--- src/ao_periph_macros.svh ---
//**************************************************************************
// Always-on peripheral widths, block address map and register offsets
//**************************************************************************
`ifndef AO_PERIPH_MACROS_SVH
`define AO_PERIPH_MACROS_SVH

`define AO_DATA_W          32
`define AO_ADDR_W          12
`define AO_NUM_FAST_INTR   15
`define AO_NUM_GPIO        8

// Block bases, decoded from offset bits 11 to 8
`define AO_SOC_CTRL_BASE   12'h000
`define AO_FAST_INTR_BASE  12'h100
`define AO_GPIO_BASE       12'h200

`define SOC_EXIT_VALID_OFS 8'h00
`define SOC_EXIT_VALUE_OFS 8'h04
`define SOC_BOOT_SEL_OFS   8'h08
`define SOC_SCRATCH_OFS    8'h0C

`define FIC_PENDING_OFS    8'h00
`define FIC_ENABLE_OFS     8'h04

`define GPIO_IN_OFS          8'h00
`define GPIO_OUT_OFS         8'h04
`define GPIO_OUT_EN_OFS      8'h08
`define GPIO_INTR_EN_OFS     8'h0C
`define GPIO_INTR_STATUS_OFS 8'h10

// Read data for offsets outside every block
`define AO_BAD_ADDR_DATA   32'hBADCAB1E

`endif

--- src/ao_periph_pkg.sv ---
//**************************************************************************
// Shared types of the always-on peripheral subsystem
//**************************************************************************
`include "ao_periph_macros.svh"

package ao_periph_pkg;

  typedef logic [`AO_DATA_W-1:0]        ao_data_t;
  typedef logic [`AO_ADDR_W-1:0]        ao_addr_t;
  typedef logic [`AO_DATA_W/8-1:0]      ao_strb_t;
  typedef logic [`AO_NUM_FAST_INTR-1:0] fast_intr_t;
  typedef logic [`AO_NUM_GPIO-1:0]      gpio_t;

  typedef enum logic {
    BRIDGE_IDLE,
    BRIDGE_RESP
  } bridge_state_e;

  // Expands byte strobes into a bit mask over the data word
  function automatic ao_data_t strb_mask(ao_strb_t strb);
    ao_data_t mask;
    mask = '0;
    for (int b = 0; b < `AO_DATA_W/8; b++) begin
      if (strb[b]) begin
        mask[8*b +: 8] = 8'hFF;
      end
    end
    return mask;
  endfunction

endpackage : ao_periph_pkg

--- src/ao_peripheral_subsystem.sv ---
//**************************************************************************
// Always-on peripheral subsystem: bridge, decoder and register blocks
//**************************************************************************
`timescale 1ns/1ps

module ao_peripheral_subsystem
  import ao_periph_pkg::*;
(
  input  logic        clk_i,
  input  logic        rst_n_i,

  // Slave port
  input  logic        req_i,
  input  logic        we_i,
  input  logic [31:0] addr_i,
  input  ao_strb_t    be_i,
  input  ao_data_t    wdata_i,
  output logic        gnt_o,
  output logic        rvalid_o,
  output ao_data_t    rdata_o,

  // System control
  input  logic        boot_select_i,
  output logic        exit_valid_o,
  output ao_data_t    exit_value_o,

  // Fast interrupts
  input  fast_intr_t  fast_intr_i,
  output fast_intr_t  fast_intr_o,

  // GPIO
  input  gpio_t       cio_gpio_i,
  output gpio_t       cio_gpio_o,
  output gpio_t       cio_gpio_en_o,
  output gpio_t       intr_gpio_o
);

  logic     reg_valid;
  logic     reg_write;
  ao_addr_t reg_addr;
  ao_data_t reg_wdata;
  ao_strb_t reg_strb;
  ao_data_t reg_rdata;

  logic     soc_valid;
  logic     fic_valid;
  logic     gpio_valid;
  ao_data_t soc_rdata;
  ao_data_t fic_rdata;
  ao_data_t gpio_rdata;

  obi_to_reg i_obi_to_reg (
    .clk_i,
    .rst_n_i,
    .req_i,
    .we_i,
    .addr_i,
    .be_i,
    .wdata_i,
    .gnt_o,
    .rvalid_o,
    .rdata_o,
    .reg_valid_o (reg_valid),
    .reg_write_o (reg_write),
    .reg_addr_o  (reg_addr),
    .reg_wdata_o (reg_wdata),
    .reg_strb_o  (reg_strb),
    .reg_rdata_i (reg_rdata)
  );

  reg_demux i_reg_demux (
    .reg_valid_i  (reg_valid),
    .reg_write_i  (reg_write),
    .reg_addr_i   (reg_addr),
    .reg_rdata_o  (reg_rdata),
    .soc_valid_o  (soc_valid),
    .fic_valid_o  (fic_valid),
    .gpio_valid_o (gpio_valid),
    .soc_rdata_i  (soc_rdata),
    .fic_rdata_i  (fic_rdata),
    .gpio_rdata_i (gpio_rdata)
  );

  soc_ctrl i_soc_ctrl (
    .clk_i,
    .rst_n_i,
    .valid_i (soc_valid),
    .write_i (reg_write),
    .addr_i  (reg_addr),
    .wdata_i (reg_wdata),
    .strb_i  (reg_strb),
    .rdata_o (soc_rdata),
    .boot_select_i,
    .exit_valid_o,
    .exit_value_o
  );

  fast_intr_ctrl i_fast_intr_ctrl (
    .clk_i,
    .rst_n_i,
    .valid_i (fic_valid),
    .write_i (reg_write),
    .addr_i  (reg_addr),
    .wdata_i (reg_wdata),
    .strb_i  (reg_strb),
    .rdata_o (fic_rdata),
    .fast_intr_i,
    .fast_intr_o
  );

  gpio_ao i_gpio_ao (
    .clk_i,
    .rst_n_i,
    .valid_i (gpio_valid),
    .write_i (reg_write),
    .addr_i  (reg_addr),
    .wdata_i (reg_wdata),
    .strb_i  (reg_strb),
    .rdata_o (gpio_rdata),
    .cio_gpio_i,
    .cio_gpio_o,
    .cio_gpio_en_o,
    .intr_gpio_o
  );

endmodule : ao_peripheral_subsystem

--- src/fast_intr_ctrl.sv ---
//**************************************************************************
// Fast interrupt controller with pending latch and enable mask
//**************************************************************************
`timescale 1ns/1ps
`include "ao_periph_macros.svh"

module fast_intr_ctrl
  import ao_periph_pkg::*;
(
  input  logic       clk_i,
  input  logic       rst_n_i,

  input  logic       valid_i,
  input  logic       write_i,
  input  ao_addr_t   addr_i,
  input  ao_data_t   wdata_i,
  input  ao_strb_t   strb_i,
  output ao_data_t   rdata_o,

  input  fast_intr_t fast_intr_i,
  output fast_intr_t fast_intr_o
);

  logic       wr_en;
  ao_data_t   wmask;
  ao_data_t   wbits;
  fast_intr_t pending_clr;

  fast_intr_t pending_q;
  fast_intr_t enable_q;

  assign wr_en = valid_i && write_i;
  assign wmask = strb_mask(strb_i);
  assign wbits = wdata_i & wmask;

  // Write one to clear
  assign pending_clr = (wr_en && addr_i[7:0] == `FIC_PENDING_OFS) ?
                       wbits[`AO_NUM_FAST_INTR-1:0] : '0;

  always_ff @(posedge clk_i or negedge rst_n_i) begin
    if (!rst_n_i) begin
      pending_q <= '0;
      enable_q  <= '0;
    end else begin
      // A set in the same cycle wins over the clear
      pending_q <= (pending_q & ~pending_clr) | fast_intr_i;
      if (wr_en && addr_i[7:0] == `FIC_ENABLE_OFS) begin
        enable_q <= (enable_q & ~wmask[`AO_NUM_FAST_INTR-1:0]) | wbits[`AO_NUM_FAST_INTR-1:0];
      end
    end
  end

  always_comb begin
    rdata_o = '0;
    case (addr_i[7:0])
      `FIC_PENDING_OFS: rdata_o = ao_data_t'(pending_q);
      `FIC_ENABLE_OFS:  rdata_o = ao_data_t'(enable_q);
      default: ;
    endcase
  end

  assign fast_intr_o = pending_q & enable_q;

endmodule : fast_intr_ctrl

--- src/gpio_ao.sv ---
//**************************************************************************
// Always-on GPIO with synchronized inputs and rising-edge interrupts
//**************************************************************************
`timescale 1ns/1ps
`include "ao_periph_macros.svh"

module gpio_ao
  import ao_periph_pkg::*;
(
  input  logic     clk_i,
  input  logic     rst_n_i,

  input  logic     valid_i,
  input  logic     write_i,
  input  ao_addr_t addr_i,
  input  ao_data_t wdata_i,
  input  ao_strb_t strb_i,
  output ao_data_t rdata_o,

  input  gpio_t    cio_gpio_i,
  output gpio_t    cio_gpio_o,
  output gpio_t    cio_gpio_en_o,
  output gpio_t    intr_gpio_o
);

  logic     wr_en;
  ao_data_t wmask;
  ao_data_t wbits;
  gpio_t    gpio_rise;
  gpio_t    status_clr;

  gpio_t    gpio_meta_q;
  gpio_t    gpio_in_q;
  gpio_t    gpio_last_q;
  gpio_t    out_q;
  gpio_t    out_en_q;
  gpio_t    intr_en_q;
  gpio_t    status_q;

  assign wr_en = valid_i && write_i;
  assign wmask = strb_mask(strb_i);
  assign wbits = wdata_i & wmask;

  // Third flop holds the previous synchronized level
  assign gpio_rise  = gpio_in_q & ~gpio_last_q;
  assign status_clr = (wr_en && addr_i[7:0] == `GPIO_INTR_STATUS_OFS) ?
                      wbits[`AO_NUM_GPIO-1:0] : '0;

  always_ff @(posedge clk_i or negedge rst_n_i) begin
    if (!rst_n_i) begin
      gpio_meta_q <= '0;
      gpio_in_q   <= '0;
      gpio_last_q <= '0;
      out_q       <= '0;
      out_en_q    <= '0;
      intr_en_q   <= '0;
      status_q    <= '0;
    end else begin
      gpio_meta_q <= cio_gpio_i;
      gpio_in_q   <= gpio_meta_q;
      gpio_last_q <= gpio_in_q;
      status_q    <= (status_q & ~status_clr) | gpio_rise;
      if (wr_en) begin
        case (addr_i[7:0])
          `GPIO_OUT_OFS:     out_q     <= (out_q & ~wmask[7:0]) | wbits[7:0];
          `GPIO_OUT_EN_OFS:  out_en_q  <= (out_en_q & ~wmask[7:0]) | wbits[7:0];
          `GPIO_INTR_EN_OFS: intr_en_q <= (intr_en_q & ~wmask[7:0]) | wbits[7:0];
          default: ;
        endcase
      end
    end
  end

  always_comb begin
    rdata_o = '0;
    case (addr_i[7:0])
      `GPIO_IN_OFS:          rdata_o = ao_data_t'(gpio_in_q);
      `GPIO_OUT_OFS:         rdata_o = ao_data_t'(out_q);
      `GPIO_OUT_EN_OFS:      rdata_o = ao_data_t'(out_en_q);
      `GPIO_INTR_EN_OFS:     rdata_o = ao_data_t'(intr_en_q);
      `GPIO_INTR_STATUS_OFS: rdata_o = ao_data_t'(status_q);
      default: ;
    endcase
  end

  assign cio_gpio_o    = out_q;
  assign cio_gpio_en_o = out_en_q;
  assign intr_gpio_o   = status_q & intr_en_q;

endmodule : gpio_ao

--- src/obi_to_reg.sv ---
//**************************************************************************
// Bridge from the req/gnt/rvalid slave port to a single-cycle register bus
//**************************************************************************
`timescale 1ns/1ps
`include "ao_periph_macros.svh"

module obi_to_reg
  import ao_periph_pkg::*;
(
  input  logic        clk_i,
  input  logic        rst_n_i,

  input  logic        req_i,
  input  logic        we_i,
  input  logic [31:0] addr_i,
  input  ao_strb_t    be_i,
  input  ao_data_t    wdata_i,
  output logic        gnt_o,
  output logic        rvalid_o,
  output ao_data_t    rdata_o,

  output logic        reg_valid_o,
  output logic        reg_write_o,
  output ao_addr_t    reg_addr_o,
  output ao_data_t    reg_wdata_o,
  output ao_strb_t    reg_strb_o,
  input  ao_data_t    reg_rdata_i
);

  bridge_state_e state_q;

  logic     we_q;
  ao_addr_t addr_q;
  ao_strb_t be_q;
  ao_data_t wdata_q;

  // Grant only while no response is pending
  assign gnt_o = req_i && (state_q == BRIDGE_IDLE);

  always_ff @(posedge clk_i or negedge rst_n_i) begin
    if (!rst_n_i) begin
      state_q <= BRIDGE_IDLE;
    end else begin
      state_q <= gnt_o ? BRIDGE_RESP : BRIDGE_IDLE;
    end
  end

  // Upper address bits were decoded by the outer interconnect
  always_ff @(posedge clk_i) begin
    if (gnt_o) begin
      we_q    <= we_i;
      addr_q  <= addr_i[`AO_ADDR_W-1:0];
      be_q    <= be_i;
      wdata_q <= wdata_i;
    end
  end

  // Register access and response share the cycle after the grant
  assign reg_valid_o = (state_q == BRIDGE_RESP);
  assign reg_write_o = we_q;
  assign reg_addr_o  = addr_q;
  assign reg_wdata_o = wdata_q;
  assign reg_strb_o  = be_q;

  assign rvalid_o = (state_q == BRIDGE_RESP);
  // Decoder already returns zero outside a valid read
  assign rdata_o  = reg_rdata_i;

endmodule : obi_to_reg

--- src/reg_demux.sv ---
//**************************************************************************
// Register bus decoder, block select and read data return
//**************************************************************************
`timescale 1ns/1ps
`include "ao_periph_macros.svh"

module reg_demux
  import ao_periph_pkg::*;
(
  input  logic     reg_valid_i,
  input  logic     reg_write_i,
  input  ao_addr_t reg_addr_i,
  output ao_data_t reg_rdata_o,

  output logic     soc_valid_o,
  output logic     fic_valid_o,
  output logic     gpio_valid_o,
  input  ao_data_t soc_rdata_i,
  input  ao_data_t fic_rdata_i,
  input  ao_data_t gpio_rdata_i
);

  ao_addr_t blk_base;
  logic     soc_sel;
  logic     fic_sel;
  logic     gpio_sel;
  ao_data_t rd_word;

  // Block base from bits 11 to 8
  assign blk_base = {reg_addr_i[`AO_ADDR_W-1:8], 8'h00};

  assign soc_sel  = (blk_base == `AO_SOC_CTRL_BASE);
  assign fic_sel  = (blk_base == `AO_FAST_INTR_BASE);
  assign gpio_sel = (blk_base == `AO_GPIO_BASE);

  // Unmapped offsets reach no block, so writes there are dropped
  assign soc_valid_o  = reg_valid_i && soc_sel;
  assign fic_valid_o  = reg_valid_i && fic_sel;
  assign gpio_valid_o = reg_valid_i && gpio_sel;

  always_comb begin
    rd_word = `AO_BAD_ADDR_DATA;
    if (soc_sel) begin
      rd_word = soc_rdata_i;
    end else if (fic_sel) begin
      rd_word = fic_rdata_i;
    end else if (gpio_sel) begin
      rd_word = gpio_rdata_i;
    end
  end

  // Writes return a zero word
  assign reg_rdata_o = (reg_valid_i && !reg_write_i) ? rd_word : '0;

endmodule : reg_demux

--- src/soc_ctrl.sv ---
//**************************************************************************
// System control registers: exit flag and value, boot select, scratch
//**************************************************************************
`timescale 1ns/1ps
`include "ao_periph_macros.svh"

module soc_ctrl
  import ao_periph_pkg::*;
(
  input  logic     clk_i,
  input  logic     rst_n_i,

  input  logic     valid_i,
  input  logic     write_i,
  input  ao_addr_t addr_i,
  input  ao_data_t wdata_i,
  input  ao_strb_t strb_i,
  output ao_data_t rdata_o,

  input  logic     boot_select_i,
  output logic     exit_valid_o,
  output ao_data_t exit_value_o
);

  logic     wr_en;
  ao_data_t wmask;
  ao_data_t wbits;

  logic     exit_valid_q;
  ao_data_t exit_value_q;
  ao_data_t scratch_q;

  assign wr_en = valid_i && write_i;
  assign wmask = strb_mask(strb_i);
  assign wbits = wdata_i & wmask;

  always_ff @(posedge clk_i or negedge rst_n_i) begin
    if (!rst_n_i) begin
      exit_valid_q <= 1'b0;
      exit_value_q <= '0;
      scratch_q    <= '0;
    end else if (wr_en) begin
      case (addr_i[7:0])
        `SOC_EXIT_VALID_OFS: exit_valid_q <= (exit_valid_q & ~wmask[0]) | wbits[0];
        `SOC_EXIT_VALUE_OFS: exit_value_q <= (exit_value_q & ~wmask) | wbits;
        `SOC_SCRATCH_OFS:    scratch_q    <= (scratch_q & ~wmask) | wbits;
        default: ;
      endcase
    end
  end

  // Boot select is read-only, unknown offsets read 0
  always_comb begin
    rdata_o = '0;
    case (addr_i[7:0])
      `SOC_EXIT_VALID_OFS: rdata_o = ao_data_t'(exit_valid_q);
      `SOC_EXIT_VALUE_OFS: rdata_o = exit_value_q;
      `SOC_BOOT_SEL_OFS:   rdata_o = ao_data_t'(boot_select_i);
      `SOC_SCRATCH_OFS:    rdata_o = scratch_q;
      default: ;
    endcase
  end

  assign exit_valid_o = exit_valid_q;
  assign exit_value_o = exit_value_q;

endmodule : soc_ctrl
--- config.mk ---
export PLATFORM = sky130hd
export DESIGN_NAME = ao_peripheral_subsystem
export DESIGN_NICKNAME = d
export VERILOG_FILES = /design/src/ao_periph_pkg.sv /design/src/ao_peripheral_subsystem.sv /design/src/fast_intr_ctrl.sv /design/src/gpio_ao.sv /design/src/obi_to_reg.sv /design/src/reg_demux.sv /design/src/soc_ctrl.sv
export VERILOG_INCLUDE_DIRS = /design/src /design/src/src
export SDC_FILE = /design/constraint.sdc
export NUM_CORES = 1
export LEC_CHECK = 0
export BUFFER_PORTS_ARGS = -buffer_cell sky130_fd_sc_hd__buf_2
export CAP_MARGIN = 20
export CORE_MARGIN = 1.5
export CORE_UTILIZATION = 56
export CTS_CLUSTER_SIZE = 30
export DETAILED_ROUTE_END_ITERATION = 12
export PLACE_DENSITY = 0.8
export SETUP_SLACK_MARGIN = 0.4
export SLEW_MARGIN = 5
export SYNTH_ARGS = -nofsm -noshare
export SYNTH_HDL_FRONTEND = slang
export SYNTH_HIERARCHICAL = 1
export SYNTH_SLANG_ARGS = --single-unit
--- constraint.sdc ---
create_clock -name clk_i -period 4.18 [get_ports clk_i]
set_clock_uncertainty 0.15 [all_clocks]
set_input_delay 0.836 -clock clk_i [delete_from_list [all_inputs] [get_ports clk_i]]
set_output_delay 0.836 -clock clk_i [all_outputs]
set_load 0.02 [all_outputs]
==> results.sh, run 1 <==
export IMPL_slowest_delay_ps=550
export IMPL_tightest_slew_ps=962
export IMPL_yosys_mux_area_fraction=0.182
export IMPL_place_congestion=0.835
export IMPL_cts_tree="built"
export IMPL_yosys_area_share_adder=0
export IMPL_drtIter0Drc=451
export IMPL_drcViolationCount=0
export IMPL_via_per_inst=5.51
export IMPL_dieArea_um2=18900
export IMPL_maxCapViolations=0
export IMPL_power_density_nw_per_um2=373
export IMPL_cp_num_buf_inv=1
export IMPL_p_sw_frac=0.233
export IMPL_cp_max_fo=16
export IMPL_maxSlewHeadroom=0.355
export IMPL_antenna_found_initial=3
export IMPL_tns_ps=0
export IMPL_num_rows=49
export IMPL_nNetsFinal=1059
export IMPL_synth_cells=808
export IMPL_clock_latency_ps=520
export IMPL_fillers=1377
export IMPL_grt_overflow=0
export IMPL_hold_violations=0
export IMPL_io_pins=202
export IMPL_clock_sinks=201
export IMPL_grt_pass1_wl_um=36700
export IMPL_p_clk_frac=0.456
export IMPL_arrival_ps=2720
export IMPL_dr_pass1_iters=4
export IMPL_cp_required_ps=3190
export IMPL_synth_xor_area_frac=0
export IMPL_core_um2=17800
export IMPL_grt_start_max_net_pins=88
export IMPL_syn_to_final_growth_pct=15.7
export IMPL_grt_use_total=0.254
export IMPL_num_vias=6672
export IMPL_yosysWarningCount=6
export IMPL_ctsHoldBuffers=0
export IMPL_fmax_mhz=270
export IMPL_crit_chain="or3b_1, or2_4, nor2_1, o221ai_2, a21oi_1, buf_2"
export IMPL_synth_avg_cell_area_um2=12.5
export IMPL_ys_seq_area_frac=0.520
export IMPL_routedWlPerCell_um=19.9
export IMPL_p_leak_nw=5.63
export IMPL_setup_viol=0
export IMPL_hold_ws_ps=176
export IMPL_yosys_area_share_simple=0.123
export IMPL_worst_setup_path_start_kind="register"
export IMPL_drive_gt1_frac=0.412
export IMPL_cts_htree_levels=1
export IMPL_finalCriticalPeriod_ps=3700
export IMPL_rsz0062_at_grt="false"
export IMPL_cts_root_buf="clkbuf_16"
export IMPL_crit_slowest_cell="or3b_1"
export IMPL_cts_buffer_depth=3
export IMPL_synth_compound_area_frac=0.0888
export IMPL_comb_power_share=0.062
export IMPL_slew_violations=0
export IMPL_critPathTopFamily="simple AND/OR/NAND/NOR gates"
export IMPL_status="finished clean"
export IMPL_synth_top_family_by_area="multiplexers"
export IMPL_grt_pass1_vias=6637
export IMPL_die_h_um=138
export IMPL_synth_distinct_cells=56
export IMPL_p_int_w=0.00335
export IMPL_antenna_left=0
export IMPL_io_buffers=181
export IMPL_switching_power_w=0.00102
export IMPL_syn_area_um2=10100
export IMPL_pwr_share_seq=0.481
export IMPL_fin_crit_sh=0.886
export IMPL_start_util=0.568
export IMPL_dpl_hpwl_um=16000
export IMPL_yosys_register_bits=201
export IMPL_vdd_drop_max_mv=0.384
export IMPL_endpoint_kind="primary output"
export IMPL_wl_um=24100
export IMPL_die_w_um=138
export IMPL_hold_class="in2async"
export IMPL_cts_buffers=23
export IMPL_crit_type="reg2out"
export IMPL_clkTransAtPathRegs_ps=60
[per-layer routing]
layer / vias to the layer above / track usage / part of all wire
li1: 3117 / - / -
met1: 3290 / 0.366 / 0.45
met2: 233 / 0.396 / 0.46
met3: 32 / 0.0486 / 0.066
met4: 0 / 0.0678 / 0.018
met5: - / 0 / 0
[cells in the mapped netlist (all sizes together)]
library cell / instances / area share
nor3: 2 / 0.0020
conb: 2 / 0.00074
nand4: 10 / 0.0062
mux4: 1 / 0.0026
buf: 93 / 0.068
and4bb: 3 / 0.0037
nor4b: 2 / 0.0038
a21oi: 13 / 0.0064
or2b: 1 / 0.00074
or4: 4 / 0.0037
or4b: 3 / 0.0030
o21ai: 26 / 0.013
nor4bb: 4 / 0.0040
nor2: 70 / 0.026
and3b: 1 / 0.00086
mux2: 104 / 0.12
o21a: 8 / 0.0059
or2: 3 / 0.0019
and4b: 6 / 0.0059
nand2b: 2 / 0.0012
nand4bb: 1 / 0.0011
inv: 20 / 0.0074
o22ai: 28 / 0.029
edfxtp: 49 / 0.15
dfrtp: 152 / 0.38
clkbuf: 24 / 0.0089
nand2: 16 / 0.0059
nor2b: 2 / 0.0020
nand3: 10 / 0.0054
o41ai: 7 / 0.0060
or3b: 3 / 0.0026
or3: 1 / 0.00062
and4: 1 / 0.00086
clkinv: 1 / 0.00037
a21o: 15 / 0.011
nor4: 11 / 0.020
and3: 1 / 0.00062
nor3b: 1 / 0.00074
and2: 31 / 0.019
mux2i: 62 / 0.061
nand4b: 1 / 0.00086
o221ai: 13 / 0.017
[cell usage in the layout, fill, tap and decap left out, types with 6 or more instances in the layout]
cell type / n
buf_2: 180
dfrtp_1: 152
mux2_2: 95
nor2_1: 69
mux2i_1: 62
edfxtp_1: 49
conb_1: 41
and2_1: 31
o21ai_0: 25
clkbuf_16: 24
buf_4: 23
inv_1: 20
o22ai_2: 19
a21o_1: 15
nand2_1: 15
a21oi_1: 12
nand4_1: 10
o221ai_2: 10
nor4_4: 9
nand3_1: 9
o22ai_1: 9
o21a_1: 8
mux2_4: 8
o41ai_1: 7
clkbuf_1: 6
and4b_1: 6
[what timing repair did]
item,4_1_cts,5_1_grt
pin swaps,2,0
buffers inserted,4,6
endpoints found under the hold margin,0,0
cloned,1,0
endpoints found under the setup margin,32,20
resized for setup,4,6
[cell families (layout without fill, tap and decap cells)]
family / after synthesis / after routing
flops: 201 / 201
simple gates: 190 / 191
mux: 167 / 167
buf+inv: 138 / 270
compound gates: 110 / 110
other cells: 2 / 43
[power groups by stage]
stage | Sequential, W | Clock [W] | Combinational (W)
global placement | 0.00214 | 0 | 0.000257
detailed placement | 0.00214 | 0 | 0.000261
finish | 0.00210 | 0.00199 | 0.000272
CTS | 0.00210 | 0.00203 | 0.000265
floorplan | 0.00212 | 0 | 0.000187
global route | 0.00211 | 0.00211 | 0.000296
[final cells by class]
cell class | instances | area, um2 | area share
Timing Repair Buffer | 207 | 1130 | 0.0962
Antenna cell | 2 | 5.00 | 0.000427
Inverter | 21 | 78.8 | 0.00673
Multi-Input combinational cell | 509 | 4190 | 0.357
Clock buffer | 34 | 678 | 0.0579
Tap cell | 229 | 287 | 0.0244
Clock inverter | 8 | 81.3 | 0.00694
Sequential cell | 201 | 5280 | 0.450
[final timing paths]
kind,from,endpoint,slack (ps),depth (start not counted)
min in group clk_i,i_gpio_ao/gpio_meta_q[6],i_gpio_ao/gpio_in_q[6],200,0
hold / removal,rst_n_i,i_fast_intr_ctrl/pending_q[1],180,1
max in group asynchronous,rst_n_i,asynchronous set/reset pin,2830,2
setup reg to reg,i_obi_to_reg/reg_addr_o[9],register,860,5
setup / recovery,i_obi_to_reg/reg_addr_o[7],rdata_o[7],480,6
hold reg to reg,i_gpio_ao/gpio_meta_q[6],i_gpio_ao/gpio_in_q[6],200,0
[through the flow]
| stage | worst slack, ps | util | std cells | total power (W) | instance area [um2] |
|---|---|---|---|---|---|
| after CTS | 348 | 0.653 | 1203 | 0.00439 | 11600 |
| after floorplan | 848 | - | 847 | 0.00231 | 10300 |
| after global placement | 554 | 0.608 | 1156 | 0.00239 | 10800 |
| final | 478 | 0.657 | 1211 | 0.00437 | 11700 |
| after detailed placement | 566 | 0.608 | 1156 | 0.00240 | 10800 |
| after global routing | 396 | 0.657 | 1211 | 0.00451 | 11700 |
Note: power is estimated with default switching activity, not from simulation.
==> inputs of run 2 (changes only) <==
--- a/config.mk
+++ b/config.mk
@@ -8,6 +8,7 @@
 export LEC_CHECK = 0
 export BUFFER_PORTS_ARGS = -buffer_cell sky130_fd_sc_hd__buf_2
 export CAP_MARGIN = 20
+export CORE_ASPECT_RATIO = 0.6
 export CORE_MARGIN = 1.5
 export CORE_UTILIZATION = 56
 export CTS_CLUSTER_SIZE = 30
==> run 2 against run 1 <==
  * Routed wire length is 5.8% higher
  * Sequential cell count stayed put
  * Final cell count down 0.58%
  * Via count up 4.3%
  * Largest cell class unchanged
  * Largest power group unchanged
==> results.sh, run 2 (synthesized netlist as in run 1, its figures left out) <==
export IMPL_clock_latency_ps=500
export IMPL_rsz0062_at_grt="false"
export IMPL_cts_buffer_depth=3
export IMPL_tightest_slew_ps=872
export IMPL_cts_buffers=19
export IMPL_io_pins=202
export IMPL_die_h_um=107
export IMPL_core_um2=17400
export IMPL_power_density_nw_per_um2=351
export IMPL_via_per_inst=5.78
export IMPL_cts_root_buf="clkbuf_16"
export IMPL_crit_slowest_cell="or4_4"
export IMPL_critPathTopFamily="simple AND/OR/NAND/NOR gates"
export IMPL_clkTransAtPathRegs_ps=60
export IMPL_hold_class="in2async"
export IMPL_status="finished clean"
export IMPL_cts_htree_levels=1
export IMPL_clock_sinks=201
export IMPL_worst_setup_path_start_kind="register"
export IMPL_p_leak_nw=5.54
export IMPL_fin_crit_sh=0.882
export IMPL_syn_to_final_growth_pct=14.0
export IMPL_grt_use_total=0.273
export IMPL_num_rows=37
export IMPL_cp_required_ps=3190
export IMPL_dieArea_um2=18900
export IMPL_crit_chain="or4_4, or2_4, nor2_1, o221ai_1, a21oi_1, buf_2"
export IMPL_crit_type="reg2out"
export IMPL_vdd_drop_max_mv=0.388
export IMPL_drcViolationCount=0
export IMPL_finalCriticalPeriod_ps=3690
export IMPL_setup_viol=0
export IMPL_endpoint_kind="primary output"
export IMPL_diodes=0
export IMPL_fmax_mhz=271
export IMPL_cts_tree="built"
export IMPL_finalWorstSetupSlack_ps=494
export IMPL_fillers=1350
export IMPL_cp_max_fo=16
export IMPL_grt_overflow=0
export IMPL_reg2reg_depth=5
export IMPL_maxCapViolations=0
export IMPL_final_cell_mix="180 x buf_2, 152 x dfrtp_1, 95 x mux2_2, 69 x nor2_1, 62 x mux2i_1"
export IMPL_tns_ps=0
export IMPL_multiInputGateArea_um2=4180
export IMPL_slowest_delay_ps=620
export IMPL_ctsHoldBuffers=0
export IMPL_slew_violations=0
export IMPL_routedWlPerCell_um=21.2
export IMPL_start_util=0.582
export IMPL_dr_pass1_iters=5
export IMPL_nNetsFinal=1054
export IMPL_dpl_hpwl_um=17500
export IMPL_grt_pass1_wl_um=39000
export IMPL_drive_gt1_frac=0.408
export IMPL_final_common_cell="buf_2"
export IMPL_grt_start_max_net_pins=88
export IMPL_antenna_found_initial=0
export IMPL_worst_path_stages=6
export IMPL_wl_um=25500
export IMPL_io_buffers=181
export IMPL_maxSlewHeadroom=0.415
export IMPL_grt_pass1_vias=6648
export IMPL_cp_num_buf_inv=1
export IMPL_die_w_um=177
export IMPL_arrival_ps=2700
export IMPL_hold_violations=0
export IMPL_seq_area_um2=5280
export IMPL_place_congestion=0.831
export IMPL_num_vias=6962
export IMPL_drtIter0Drc=606
export IMPL_pre_cts_ws_ps=568
export IMPL_antenna_left=0
==> run 2: cell types whose count changed in the layout (fill, tap and decap cells not counted), sizes merged <==
cell,change
clkinv,-1
buf,-1
clkbuf,-7
diode,-2
clkinvlp,-1
==> run 2: worst paths after layout <==
| check | startpoint | to | slack [ps] |
|---|---|---|---|
| setup / recovery | i_obi_to_reg/reg_addr_o[0] | rdata_o[6] | 490 |
| hold / removal | rst_n_i | asynchronous set/reset pin | 180 |
| setup reg to reg | i_obi_to_reg/reg_addr_o[11] | register | 900 |
| hold reg to reg | i_gpio_ao/gpio_meta_q[6] | i_gpio_ao/gpio_in_q[6] | 200 |
| max in group asynchronous | rst_n_i | asynchronous set/reset pin | 2820 |
| min in group clk_i | i_gpio_ao/gpio_meta_q[6] | i_gpio_ao/gpio_in_q[6] | 200 |
==> run 2: layout make-up <==
type / instances / area share
clock inverter: 6 / 0.00509
tap: 234 / 0.0253
multi-input combinational: 509 / 0.362
inverter: 21 / 0.00682
timing repair buffer: 206 / 0.0977
clock buffer: 27 / 0.0464
sequential: 201 / 0.457
==> run 2: per-layer routing <==
| metal | global-route usage | up-vias | wire, um |
|---|---|---|---|
| met3 | 0.0560 | 40 | 2060 |
| met5 | 0 | - | 0 |
| met2 | 0.378 | 310 | 10500 |
| met1 | 0.440 | 3492 | 12500 |
| li1 | - | 3120 | - |
| met4 | 0.0508 | 0 | 391 |
==> run 2: report_power, final <==
| group | internal [W] | switching [W] |
|---|---|---|
| clock network | 0.000957 | 0.000721 |
| logic | 0.0000982 | 0.000177 |
| registers | 0.00206 | 0.0000402 |
==> run 2: per-stage QoR <==
stage	cell area (um2)	utilization	instances	hold slack, ps	total power (W)
global placement	10900	0.624	1162	183	0.00240
finish	11600	0.664	1204	183	0.00405
floorplan	10300	-	847	181	0.00231
CTS	11500	0.660	1199	199	0.00408
global route	11600	0.664	1204	205	0.00418
detailed placement	10900	0.624	1162	185	0.00240
==> run 2: worst register-to-register path: stages, from the launching register on <==
cell,delay [ps]
edfxtp_1,460
or4_2,720
nor2_1,310
nand3_1,370
nor4_4,730
mux2_2,410
==> run 2: repair_timing <==
| action | CTS | global route |
|---|---|---|
| cloned | 1 | 0 |
| resized for setup | 3 | 4 |
| setup buffers | 3 | 5 |
| pin swaps | 2 | 1 |
| endpoints found under the setup margin | 32 | 18 |
| hold endpoints to repair | 0 | 0 |
